===== src/source/cpuDatapathPkg.sv =====
`default_nettype none

package cpuDatapathPkg;

        localparam int wordW = 16;
        localparam int byteW = 8;               // memory is byte wide

        typedef logic [wordW-1:0] wordT;
        typedef logic [byteW-1:0] byteT;
        typedef logic [wordW-1:0] addrT;

        typedef enum logic [3:0] {
                passA,
                inc,
                dec,
                notA,
                lsl,
                lsr,
                andAB,
                orrAB,
                add,
                sub
        } aluFunT;

        // what the banks get on their write data
        typedef enum logic [1:0] {
                wbAlu,
                wbMem,
                wbImm
        } wbSrcT;

        typedef enum logic [1:0] {
                fetchLow,
                fetchHigh,
                execute
        } phaseT;

endpackage

`default_nettype wire


===== src/source/cpuIsaPkg.sv =====
`default_nettype none

package cpuIsaPkg;

        localparam int instrW = 16;
        localparam int opW = 6;
        localparam int regCodeW = 3;
        localparam int gprSelW = 2;
        localparam int immW = 8;

        // bit positions of the instruction fields
        localparam int opLsb = 10;
        localparam int dstLsb = 6;              // register form, bit 9 is unused
        localparam int src1Lsb = 3;
        localparam int src2Lsb = 0;
        localparam int rselLsb = 8;             // address form
        localparam int immLsb = 0;

        typedef logic [instrW-1:0] instrT;
        typedef logic [regCodeW-1:0] regCodeT;
        typedef logic [gprSelW-1:0] gprSelT;
        typedef logic [immW-1:0] immT;

        typedef enum logic [opW-1:0] {
                opBra = 6'd0,
                opInc = 6'd5,
                opDec = 6'd6,
                opLsl = 6'd7,
                opLsr = 6'd8,
                opAnd = 6'd12,
                opOrr = 6'd13,
                opNot = 6'd14,
                opLd = 6'd18,
                opSt = 6'd19,
                opImm = 6'd20,
                opAdd = 6'd21,
                opSub = 6'd22,
                opMov = 6'd24
        } opcodeT;

        // codes 0 and 1 are PC, 2 and 3 are AR, 4 to 7 are R1 to R4
        localparam regCodeT arCodeFirst = 3'd2;
        localparam regCodeT firstGprCode = 3'd4;

endpackage

`default_nettype wire


===== src/source/cpuCtrlIf.sv =====
`default_nettype none

interface gprCtrlIf;
        cpuIsaPkg::gprSelT selA;
        cpuIsaPkg::gprSelT selB;
        cpuIsaPkg::gprSelT writeSel;
        logic write;                            // level strobe, only high in execute

        modport ctrl (
                output selA, selB, writeSel, write
        );

        modport bank (
                input selA, selB, writeSel, write
        );
endinterface

// PC and AR controls, a low select means PC
interface arfCtrlIf;
        logic readSelAr;
        logic addrSelAr;
        logic writeAr;
        logic writePc;
        logic incPc;

        modport ctrl (
                output readSelAr, addrSelAr, writeAr, writePc, incPc
        );

        modport bank (
                input readSelAr, addrSelAr, writeAr, writePc, incPc
        );
endinterface

`default_nettype wire


===== src/source/addressRegisters.sv =====
`default_nettype none

module addressRegisters (
        input logic T,
        input logic rstN,
        arfCtrlIf.bank ctrl,
        input cpuDatapathPkg::wordT writeData,
        output cpuDatapathPkg::wordT operand,
        output cpuDatapathPkg::addrT memAddr
);

        cpuDatapathPkg::wordT pc;
        cpuDatapathPkg::wordT ar;

        // a write wins over the increment, the controller never asks for both
        always_ff @(posedge T or negedge rstN) begin
                if (!rstN) begin
                        pc <= '0;
                end else if (ctrl.writePc) begin
                        pc <= writeData;
                end else if (ctrl.incPc) begin
                        pc <= pc + 1'b1;
                end
        end

        always_ff @(posedge T or negedge rstN) begin
                if (!rstN) begin
                        ar <= '0;
                end else if (ctrl.writeAr) begin
                        ar <= writeData;
                end
        end

        always_comb begin
                if (ctrl.readSelAr) begin
                        operand = ar;
                end else begin
                        operand = pc;
                end
        end

        always_comb begin
                if (ctrl.addrSelAr) begin
                        memAddr = ar;                   // LD and ST
                end else begin
                        memAddr = pc;
                end
        end

endmodule

`default_nettype wire


===== src/source/aluUnit.sv =====
`default_nettype none

module aluUnit (
        input cpuDatapathPkg::wordT gprA,
        input cpuDatapathPkg::wordT gprB,
        input cpuDatapathPkg::wordT arfOperand,
        input cpuDatapathPkg::byteT memRdData,
        input cpuIsaPkg::immT imm,
        input cpuDatapathPkg::aluFunT aluFun,
        input logic aSrcArf,
        input cpuDatapathPkg::wbSrcT wbSrc,
        output cpuDatapathPkg::wordT result
);

        localparam int wordW = cpuDatapathPkg::wordW;

        cpuDatapathPkg::wordT opA;
        cpuDatapathPkg::wordT aluOut;

        assign opA = aSrcArf ? arfOperand : gprA;      // source 1 may be PC or AR

        always_comb begin
                case (aluFun)
                        cpuDatapathPkg::inc: aluOut = opA + 1'b1;
                        cpuDatapathPkg::dec: aluOut = opA - 1'b1;
                        cpuDatapathPkg::notA: aluOut = ~opA;
                        cpuDatapathPkg::lsl: aluOut = {opA[wordW-2:0], 1'b0};
                        cpuDatapathPkg::lsr: aluOut = {1'b0, opA[wordW-1:1]};
                        cpuDatapathPkg::andAB: aluOut = opA & gprB;
                        cpuDatapathPkg::orrAB: aluOut = opA | gprB;
                        cpuDatapathPkg::add: aluOut = opA + gprB;
                        cpuDatapathPkg::sub: aluOut = opA - gprB;
                        default: aluOut = opA;
                endcase
        end

        // memory byte and address field are zero extended
        always_comb begin
                case (wbSrc)
                        cpuDatapathPkg::wbMem: begin
                                result = {{(wordW - cpuDatapathPkg::byteW){1'b0}}, memRdData};
                        end
                        cpuDatapathPkg::wbImm: begin
                                result = {{(wordW - cpuIsaPkg::immW){1'b0}}, imm};
                        end
                        default: begin
                                result = aluOut;
                        end
                endcase
        end

endmodule

`default_nettype wire


===== src/source/controlUnit.sv =====
`default_nettype none

module controlUnit (
        input logic T,
        input logic rstN,
        input cpuDatapathPkg::byteT memRdData,
        gprCtrlIf.ctrl gpr,
        arfCtrlIf.ctrl arf,
        output cpuDatapathPkg::aluFunT aluFun,
        output logic aSrcArf,
        output cpuDatapathPkg::wbSrcT wbSrc,
        output cpuIsaPkg::immT imm,
        output logic memWr
);

        localparam int byteW = cpuDatapathPkg::byteW;
        localparam int instrW = cpuIsaPkg::instrW;

        cpuDatapathPkg::phaseT phase;
        cpuIsaPkg::instrT ir;
        cpuIsaPkg::opcodeT opcode;
        cpuIsaPkg::regCodeT dst;
        cpuIsaPkg::regCodeT src1;
        cpuIsaPkg::regCodeT src2;
        cpuIsaPkg::gprSelT rsel;
        logic regForm;

        // fixed three cycle rotation, no stalls
        always_ff @(posedge T or negedge rstN) begin
                if (!rstN) begin
                        phase <= cpuDatapathPkg::fetchLow;
                end else begin
                        case (phase)
                                cpuDatapathPkg::fetchLow: phase <= cpuDatapathPkg::fetchHigh;
                                cpuDatapathPkg::fetchHigh: phase <= cpuDatapathPkg::execute;
                                default: phase <= cpuDatapathPkg::fetchLow;
                        endcase
                end
        end

        always_ff @(posedge T or negedge rstN) begin
                if (!rstN) begin
                        ir <= '0;
                end else if (phase == cpuDatapathPkg::fetchLow) begin
                        ir[byteW-1:0] <= memRdData;
                end else if (phase == cpuDatapathPkg::fetchHigh) begin
                        ir[instrW-1:byteW] <= memRdData;
                end
        end

        assign opcode = cpuIsaPkg::opcodeT'(ir[cpuIsaPkg::opLsb +: cpuIsaPkg::opW]);
        assign dst = ir[cpuIsaPkg::dstLsb +: cpuIsaPkg::regCodeW];
        assign src1 = ir[cpuIsaPkg::src1Lsb +: cpuIsaPkg::regCodeW];
        assign src2 = ir[cpuIsaPkg::src2Lsb +: cpuIsaPkg::regCodeW];
        assign rsel = ir[cpuIsaPkg::rselLsb +: cpuIsaPkg::gprSelW];
        assign imm = ir[cpuIsaPkg::immLsb +: cpuIsaPkg::immW];

        always_comb begin
                // register form defaults, source 1 on port A and source 2 on port B
                gpr.selA = src1[cpuIsaPkg::gprSelW-1:0];
                gpr.selB = src2[cpuIsaPkg::gprSelW-1:0];
                gpr.writeSel = dst[cpuIsaPkg::gprSelW-1:0];
                gpr.write = 1'b0;
                arf.readSelAr = src1 >= cpuIsaPkg::arCodeFirst;
                arf.addrSelAr = 1'b0;
                arf.writeAr = 1'b0;
                arf.writePc = 1'b0;
                arf.incPc = phase != cpuDatapathPkg::execute;    // PC steps over both bytes
                aSrcArf = src1 < cpuIsaPkg::firstGprCode;
                aluFun = cpuDatapathPkg::passA;
                wbSrc = cpuDatapathPkg::wbAlu;
                memWr = 1'b0;
                regForm = 1'b0;

                if (phase == cpuDatapathPkg::execute) begin
                        case (opcode)
                                cpuIsaPkg::opBra: begin
                                        arf.writePc = 1'b1;
                                        wbSrc = cpuDatapathPkg::wbImm;
                                end
                                cpuIsaPkg::opImm: begin
                                        gpr.writeSel = rsel;
                                        gpr.write = 1'b1;
                                        wbSrc = cpuDatapathPkg::wbImm;
                                end
                                cpuIsaPkg::opLd: begin
                                        arf.addrSelAr = 1'b1;
                                        gpr.writeSel = rsel;
                                        gpr.write = 1'b1;
                                        wbSrc = cpuDatapathPkg::wbMem;
                                end
                                cpuIsaPkg::opSt: begin
                                        gpr.selA = rsel;        // port A low byte is the store data
                                        arf.addrSelAr = 1'b1;
                                        memWr = 1'b1;
                                end
                                cpuIsaPkg::opInc: begin
                                        aluFun = cpuDatapathPkg::inc;
                                        regForm = 1'b1;
                                end
                                cpuIsaPkg::opDec: begin
                                        aluFun = cpuDatapathPkg::dec;
                                        regForm = 1'b1;
                                end
                                cpuIsaPkg::opLsl: begin
                                        aluFun = cpuDatapathPkg::lsl;
                                        regForm = 1'b1;
                                end
                                cpuIsaPkg::opLsr: begin
                                        aluFun = cpuDatapathPkg::lsr;
                                        regForm = 1'b1;
                                end
                                cpuIsaPkg::opAnd: begin
                                        aluFun = cpuDatapathPkg::andAB;
                                        regForm = 1'b1;
                                end
                                cpuIsaPkg::opOrr: begin
                                        aluFun = cpuDatapathPkg::orrAB;
                                        regForm = 1'b1;
                                end
                                cpuIsaPkg::opNot: begin
                                        aluFun = cpuDatapathPkg::notA;
                                        regForm = 1'b1;
                                end
                                cpuIsaPkg::opAdd: begin
                                        aluFun = cpuDatapathPkg::add;
                                        regForm = 1'b1;
                                end
                                cpuIsaPkg::opSub: begin
                                        aluFun = cpuDatapathPkg::sub;
                                        regForm = 1'b1;
                                end
                                cpuIsaPkg::opMov: begin
                                        regForm = 1'b1;
                                end
                                default: begin
                                        regForm = 1'b0;         // unknown opcodes do nothing
                                end
                        endcase

                        if (regForm) begin
                                if (dst < cpuIsaPkg::firstGprCode) begin
                                        arf.writeAr = dst >= cpuIsaPkg::arCodeFirst;
                                        arf.writePc = dst < cpuIsaPkg::arCodeFirst;
                                end else begin
                                        gpr.write = 1'b1;
                                end
                        end
                end
        end

endmodule

`default_nettype wire


===== src/source/cpuSystem.sv =====
`default_nettype none

module cpuSystem (
        input logic T,
        input logic rstN,
        input cpuDatapathPkg::byteT memRdData,
        output cpuDatapathPkg::addrT memAddr,
        output cpuDatapathPkg::byteT memWrData,
        output logic memWr
);

        gprCtrlIf gprCtrl ();
        arfCtrlIf arfCtrl ();

        cpuDatapathPkg::wordT gprA;
        cpuDatapathPkg::wordT gprB;
        cpuDatapathPkg::wordT arfOperand;
        cpuDatapathPkg::wordT result;                   // write data for both banks
        cpuDatapathPkg::aluFunT aluFun;
        cpuDatapathPkg::wbSrcT wbSrc;
        cpuIsaPkg::immT imm;
        logic aSrcArf;

        controlUnit control0 (
                .T(T),
                .rstN(rstN),
                .memRdData(memRdData),
                .gpr(gprCtrl.ctrl),
                .arf(arfCtrl.ctrl),
                .aluFun(aluFun),
                .aSrcArf(aSrcArf),
                .wbSrc(wbSrc),
                .imm(imm),
                .memWr(memWr)
        );

        generalRegisters gpr0 (
                .T(T),
                .rstN(rstN),
                .ctrl(gprCtrl.bank),
                .writeData(result),
                .outA(gprA),
                .outB(gprB)
        );

        addressRegisters arf0 (
                .T(T),
                .rstN(rstN),
                .ctrl(arfCtrl.bank),
                .writeData(result),
                .operand(arfOperand),
                .memAddr(memAddr)
        );

        aluUnit alu0 (
                .gprA(gprA),
                .gprB(gprB),
                .arfOperand(arfOperand),
                .memRdData(memRdData),
                .imm(imm),
                .aluFun(aluFun),
                .aSrcArf(aSrcArf),
                .wbSrc(wbSrc),
                .result(result)
        );

        assign memWrData = gprA[cpuDatapathPkg::byteW-1:0];

endmodule

`default_nettype wire


===== src/source/generalRegisters.sv =====
`default_nettype none

module generalRegisters (
        input logic T,
        input logic rstN,
        gprCtrlIf.bank ctrl,
        input cpuDatapathPkg::wordT writeData,
        output cpuDatapathPkg::wordT outA,
        output cpuDatapathPkg::wordT outB
);

        localparam int numRegs = 2 ** cpuIsaPkg::gprSelW;

        cpuDatapathPkg::wordT regs [numRegs];   // R1 to R4

        always_ff @(posedge T or negedge rstN) begin
                if (!rstN) begin
                        for (int i = 0; i < numRegs; i++) begin
                                regs[i] <= '0;
                        end
                end else if (ctrl.write) begin
                        regs[ctrl.writeSel] <= writeData;
                end
        end

        // both ports read at once, so two-source operations need one cycle
        assign outA = regs[ctrl.selA];
        assign outB = regs[ctrl.selB];

endmodule

`default_nettype wire


===== config.mk =====
export PLATFORM = sky130hd
export DESIGN_NAME = cpuSystem
export DESIGN_NICKNAME = d
export VERILOG_FILES = /design/src/source/cpuDatapathPkg.sv /design/src/source/cpuIsaPkg.sv /design/src/source/cpuCtrlIf.sv /design/src/source/addressRegisters.sv /design/src/source/aluUnit.sv /design/src/source/controlUnit.sv /design/src/source/cpuSystem.sv /design/src/source/generalRegisters.sv
export SDC_FILE = /design/constraint.sdc
export NUM_CORES = 1
export LEC_CHECK = 0
export BUFFER_PORTS_ARGS = -buffer_cell sky130_fd_sc_hd__buf_2
export CAP_MARGIN = 25
export CORE_ASPECT_RATIO = 1.75
export CORE_MARGIN = 10
export CORE_UTILIZATION = 65
export CTS_BUF_LIST = sky130_fd_sc_hd__clkbuf_8
export DETAILED_ROUTE_END_ITERATION = 7
export PLACE_DENSITY_LB_ADDON = 0.2
export SYNTH_ARGS = -nofsm -noshare
export SYNTH_HDL_FRONTEND = slang
export SYNTH_SLANG_ARGS = --single-unit
export TNS_END_PERCENT = 100

===== constraint.sdc =====
create_clock -name T -period 5.7 [get_ports T]
set_input_delay 0.285 -clock T [delete_from_list [all_inputs] [get_ports T]]
set_output_delay 0.285 -clock T [all_outputs]
set_load 0.02 [all_outputs]

=== Word level (Yosys, flattened, before mapping) ===
Cells that the tools add are included.

* Register bits: 114
* Latch bits: 0
* Bits in writable memories: 0
* ROM bits: 0
* Input bits: 10
* Output and inout bits: 25
* Memories kept: 0

* Add/subtract/negate cells: 5
* Multiply operators: 0
* Div/mod/pow operators: 0
* Magnitude comparators: 9
* Equal/unequal tests: 27
* Shift operators: 0
* Muxes and demuxes: 42
* Bitwise operators: 7
* Reductions and logical operators: 9

{| class="wikitable"
|+ Operators by type and width
! operator !! number
|-
| $mux 16 || 10
|-
| $pmux 16 s9 || 1
|-
| $bmux 16 s2 || 2
|-
| $bwmux 64 || 1
|-
| $eq 6x5->1 const B || 6
|-
| $pmux 4 s9 || 1
|-
| $add 16x1->16 const B || 2
|-
| $demux 16 s2 || 1
|-
| $pmux 16 s2 || 1
|-
| $eq 6x4->1 const B || 4
|-
| $eq 6x3->1 const B || 3
|-
| $mux 1 || 17
|-
| $add 16x16->16 || 1
|-
| $and 16x16->16 || 1
|-
| $eq 4x3->1 const B || 4
|-
| $not 16->16 || 1
|-
| $or 16x16->16 || 1
|-
| $sub 16x1->16 const B || 1
|-
| $sub 16x16->16 || 1
|-
| $mux 2 || 5
|-
| $reduce_or 10->1 || 1
|-
| $ge 3x3->1 const B || 3
|-
| $not 2->3 || 3
|-
| $eq 4x2->1 const B || 2
|-
| other kinds (18) || 26
|}

=== Longest topological paths before layout ===
* Depth in word-level cells: 12
* Gate-level depth with buffers: 21
* Mapped depth without buffers: 18

=== By module ===
From an unflattened synthesis, not the netlist that was laid out.

* Cells, all modules: 838
* Area, all modules: 8546.9 µm²

{| class="wikitable"
|+ Modules (own cells, without submodules)
! module !! times used !! cells each !! area an instance (µm²) !! seq. area each (µm²)
|-
| generalRegisters || 1 || 176 || 3174.3 || 1601.5
|-
| aluUnit || 1 || 384 || 2428.6 || 0.0
|-
| addressRegisters || 1 || 170 || 1855.5 || 800.8
|-
| controlUnit || 1 || 108 || 1088.5 || 450.4
|}

=== Worst setup path before layout ===
Ideal clock, no wire load.

* Path type: register to register
* Start point: register control0.ir[15]
* End point: register gpr0.regs[14] (netlist name)
* Library setup time: 65 ps
* Arrival time: 4900 ps
* Data required time: 5635 ps
* Setup slack: 735 ps
* Cell stages (with the launch flop): 22
* Path buffers: 3
* Period minus slack after synthesis: 4965 ps
* Path through: dfrtp_1 -> buf_6 -> or4b_4 -> buf_6 -> o31ai_4 -> nand2_1 -> buf_6 -> o32ai_1 -> a221oi_1 -> inv_1 -> ha_1 -> inv_1 -> fa_1 -> a21o_1 -> a21oi_1 -> o21ai_0 -> a221oi_1 -> o21ai_0 -> a2111oi_0 -> nor4_2 -> nor2_1 -> mux2_2

* Cells in the longest elaborated chain, start to end: 12

{| class="wikitable"
|+ RTL lines
! element !! line !! source
|-
| start, declared || controlUnit.sv:20 || <nowiki>cpuIsaPkg::instrT ir;</nowiki>
|-
| start signal, assigned by index || controlUnit.sv:45 || <nowiki>ir[byteW-1:0] <= memRdData;</nowiki>
|-
| start signal, assigned by index || controlUnit.sv:47 || <nowiki>ir[instrW-1:byteW] <= memRdData;</nowiki>
|-
| $eq 6x5->1 || controlUnit.sv:76 || <nowiki>case (opcode)</nowiki>
|-
| $mux 2 || controlUnit.sv:76 ||
|-
| $mux 2 || controlUnit.sv:75 || <nowiki>if (phase == cpuDatapathPkg::execute) begin</nowiki>
|-
| $not 2->3 (implied by the code) || generalRegisters.sv:27 || <nowiki>assign outA = regs[ctrl.selA];</nowiki>
|-
| $bmux 16 s2 || generalRegisters.sv:27 ||
|-
| $mux 16 (implied by the code) (2 in series) || generalRegisters.sv:27 ||
|-
| $mux 16 || aluUnit.sv:20 || <nowiki>assign opA = aSrcArf ? arfOperand : gprA;</nowiki>
|-
| $sub 16x16->16 (tied with other cells) || aluUnit.sv:32 || <nowiki>cpuDatapathPkg::sub: aluOut = opA - gprB;</nowiki>
|-
| $pmux 16 s9 || aluUnit.sv:23 || <nowiki>case (aluFun)</nowiki>
|-
| $pmux 16 s2 || aluUnit.sv:39 || <nowiki>case (wbSrc)</nowiki>
|-
| $bwmux 64 || generalRegisters.sv:22 || <nowiki>regs[ctrl.writeSel] <= writeData;</nowiki>
|-
| end signal, assigned by index || generalRegisters.sv:22 ||
|-
| end, declared || generalRegisters.sv:14 || <nowiki>cpuDatapathPkg::wordT regs [numRegs];</nowiki>
|}

Several ways; a longest one is shown, not always the timed one. The select of a mux whose other input is x is not followed.
A chain may end at the register's enable or synchronous reset.

=== Final worst setup path ===
* Start point: register control0.ir[15]
* End point: register gpr0.regs[37] (netlist name)

The elaborated chain is that of the path after synthesis.

==> flow_metrics.py <==
metrics = {
    "synthesis": {
        "async_flop_share_pct": 100,
        "yosysSeqAreaShare_pct": 31.9,
        "synth_top_family_by_area": "compound AO/OA/AOI/OAI gates",
        "synth_area_mm2": 0.00894,
        "synth_cell_types": 89,
        "synth_xor_area_share_pct": 2.45,
        "synth_edf_count": 0,
        "synth-adder-area-share_pct": 3.25,
        "syn_inst": 993,
        "synth_warnings": 0,
        "syn_nets": 1024,
        "synthFlopType": "dfrtp_1",
        "synth.area.mux_share_pct": 17.7,
        "synth_seq_cells": 114,
        "avgSynthCellArea_um2": 9.01,
        "synth_compound_area_share_pct": 22.6,
        "synthSimpleGateAreaFrac_pct": 17.4,
    },
    "power": {
        "clkPwrFrac_pct": 28.1,
        "power_density_mw_per_mm2": 313,
        "sw_frac_of_total_pct": 37.1,
        "p_sw_mw": 1.14,
        "comb_power_share_pct": 33.9,
        "p_int_mw": 1.93,
        "pwr-share-seq_pct": 37.9,
        "p_leak_nw": 4.15,
        "vdd_drop_max_mv": 0.316,
        "power_mw": 3.06,
    },
    "setup_path": {
        "cp.required_ns": 6.02,
        "endpoint_kind": "flop",
        "crit_chain": "or4b_4, nor4_2, nor2_1, a311oi_1, nor2_1, inv_1, ha_1, and2_1, a221oi_1, nand2_1, xor2_1, a221oi_1, nand3_1, a22o_1, a21o_1, mux2_2",
        "crit_slowest_cell": "or4b_4",
        "cpPeakStageDelay_ns": 0.64,
        "cp_top_family": "simple AND/OR/NAND/NOR gates",
        "cp_num_buf_inv": 1,
        "cp.arrival_ns": 5.64,
        "crit_fanout": 10,
        "crit_type": "flop to flop",
        "start_kind": "flop",
    },
    "placed_design": {
        "hpwl_um": 21900,
        "port_buffers": 34,
        "place_ws_ns": 0.331,
        "gp_routability_congestion": 1.10,
        "post_dp_cell_area_mm2": 0.00929,
        "dp.cells": 1163,
    },
    "timing": {
        "max_freq_mhz": 188,
        "relSlewSlack_pct": 27.5,
        "slew_viol_final": 0,
        "tightest_slew_ns": 1.09,
        "holdWs_ns": 0.0804,
        "setup_viol": 0,
        "period_share_pct": 93.3,
        "layout_setup_ws_ns": 0.380,
        "layout_min_cycle_time_ns": 5.32,
        "skew_ns": 0.0212,
        "setup_tns_ns": 0,
        "finalHoldViolations": 0,
    },
    "floorplanning": {
        "initial_utilization_pct": 66.5,
        "pin_count": 35,
        "dieHeight_um": 175,
        "row_count": 56,
        "die_w_um": 109,
        "core_area_mm2": 0.0135,
        "dieArea_mm2": 0.0190,
    },
    "final_layout": {
        "final_common_cell": "dfrtp_1",
        "n_antenna_cell": 0,
        "final_util_pct": 72.7,
        "fin_area_mm2": 0.00978,
        "final_nets": 1040,
        "mostFrequentLayoutCells": "dfrtp_1, nand2_1, o21ai_0",
        "finalNonFillerCells": 1195,
        "layout-drive-gt1-share_pct": 21.6,
        "area_growth_pct": 9.39,
    },
    "route": {
        "ant_nets": 0,
        "wl_um": 29600,
        "vias": 8590,
        "first_iter_violations": 1136,
        "via_per_inst": 7.19,
        "wl_per_cell_um": 24.8,
        "drc_errors": 0,
        "dr.pass1.iters": 7,
    },
    "cts": {
        "tritoncts": "built",
        "clk_latency_ns": 0.45,
        "cts_max_path_buffers": 2,
        "numCtsBuffers": 17,
        "clkTransAtPathRegs_ns": 0.08,
        "root_buffer": "clkbuf_8",
        "h-tree-depth": 4,
        "clock-sinks": 114,
    },
    "global_route": {
        "grt-ovfl-total": 0,
        "grt_pass1_vias": 8482,
        "grt_antenna_before_repair": 0,
        "grt_start_max_net_pins": 63,
        "grt_pass1_wl_um": 46800,
        "gr-usage-all-layers_pct": 31.6,
    },
    "run_status": {
        "status": "finished, final reports clean",
    },
    "flow_run": {
        "cap_violations": 0,
    },
    "min_path": {
        "min_path_type": "primary input to flop",
    },
}
==> path summary, 6_finish.rpt <==
| path | start | end | slack (ns) | cells past startpoint |
|---|---|---|---|---|
| max in group asynchronous | rstN | gpr0.regs[60] | 3.97 | 3 |
| min reg2reg | arf0.ar[10] | arf0.ar[10] | 0.50 | 2 |
| max reg2reg | control0.ir[15] | gpr0.regs[37] | 0.38 | 16 |
| max | control0.ir[15] | gpr0.regs[37] | 0.38 | 16 |
| min in group asynchronous | rstN | control0.ir[7] | 0.43 | 2 |
| min | memRdData[3] | control0.ir[3] | 0.08 | 3 |
==> state kept, by name, summed over array words and instances, names as in the netlist <==
| signal | cells |
|---|---|
| arf0.ar | 16 |
| arf0.pc | 16 |
| control0.ir | 16 |
| control0.phase | 2 |
| gpr0.regs | 64 |
==> Yosys cell counts (all sizes together) (6+ instances only) <==
| cell type | instances | area share (%) |
|---|---|---|
| o211ai | 7 | 0.59 |
| nand4 | 8 | 0.56 |
| o21a | 6 | 0.50 |
| buf | 15 | 1.0 |
| mux2 | 70 | 8.8 |
| inv | 27 | 1.1 |
| mux4 | 22 | 5.5 |
| or2 | 7 | 0.49 |
| nor4 | 8 | 0.63 |
| nor3 | 11 | 0.62 |
| nor2b | 11 | 0.77 |
| a21oi | 32 | 2.0 |
| ha | 20 | 2.8 |
| o21ai | 101 | 5.7 |
| mux2i | 30 | 3.4 |
| nor2 | 64 | 2.7 |
| a211oi | 10 | 0.98 |
| nand3 | 51 | 2.9 |
| o31ai | 18 | 1.9 |
| a21o | 7 | 0.59 |
| clkbuf | 56 | 2.3 |
| a31oi | 17 | 1.2 |
| nand2b | 11 | 0.77 |
| o221ai | 9 | 0.88 |
| nand2 | 104 | 4.4 |
| a221oi | 14 | 1.4 |
| o22ai | 6 | 0.42 |
| xnor2 | 14 | 1.4 |
| dfrtp | 114 | 32 |
| xor2 | 11 | 1.1 |
| and3 | 15 | 1.1 |
==> power groups by stage <==
stage          combinational, mW  sequential, mW  clock, mW
5_1_grt                     1.13            1.18      0.890
3_3_place_gp               0.997            1.16          0
3_5_place_dp                1.01            1.17          0
2_1_floorplan              0.753            1.09          0
6_report                    1.04            1.16      0.862
4_1_cts                     1.03            1.15      0.857
==> final cells by class <==
class / count / area (um^2)
multi-input combinational: 778 / 5720
fill: 1039 / 3670
sequential: 114 / 2850
timing repair buffer: 68 / 430
clock buffer: 21 / 289
tap: 174 / 218
clock inverter: 10 / 158
inverter: 30 / 113
==> metal layers <==
metal | GRT usage, % | wire [um] | up-vias
li1 | - | - | 3783
met1 | 36.8 | 10900 | 4103
met2 | 51.6 | 14400 | 543
met3 | 6.56 | 2300 | 161
met4 | 18.9 | 2000 | 0
met5 | 0 | 0 | -
==> worst reg2reg max path: stages (launching register included) <==
cell	delay, ns
dfrtp_1	0.48
or4b_4	0.64
nor4_2	0.60
nor2_1	0.15
a311oi_1	0.43
nor2_1	0.15
inv_1	0.13
ha_1	0.28
and2_1	0.17
a221oi_1	0.55
nand2_1	0.13
xor2_1	0.17
a221oi_1	0.37
nand3_1	0.12
a22o_1	0.28
a21o_1	0.25
mux2_2	0.27
==> logic make-up (layout without fill, tap and decap cells) <==
logic type | Yosys count | count (layout)
simple gates | 318 | 318
compound gates | 290 | 290
xor+xnor | 25 | 25
buf+inv | 101 | 129
flops | 114 | 114
mux | 122 | 122
fa+ha+maj | 23 | 23
==> timing repair <==
| action | 4_1_cts | 5_1_grt |
|---|---|---|
| setup buffers | 0 | 0 |
| gates resized for setup | 0 | 7 |
| setup endpoints to repair | 0 | 29 |
| hold endpoints to repair | 52 | 0 |
| hold buffers | 1 | 0 |
Note: power is estimated with default switching activity, not from simulation.
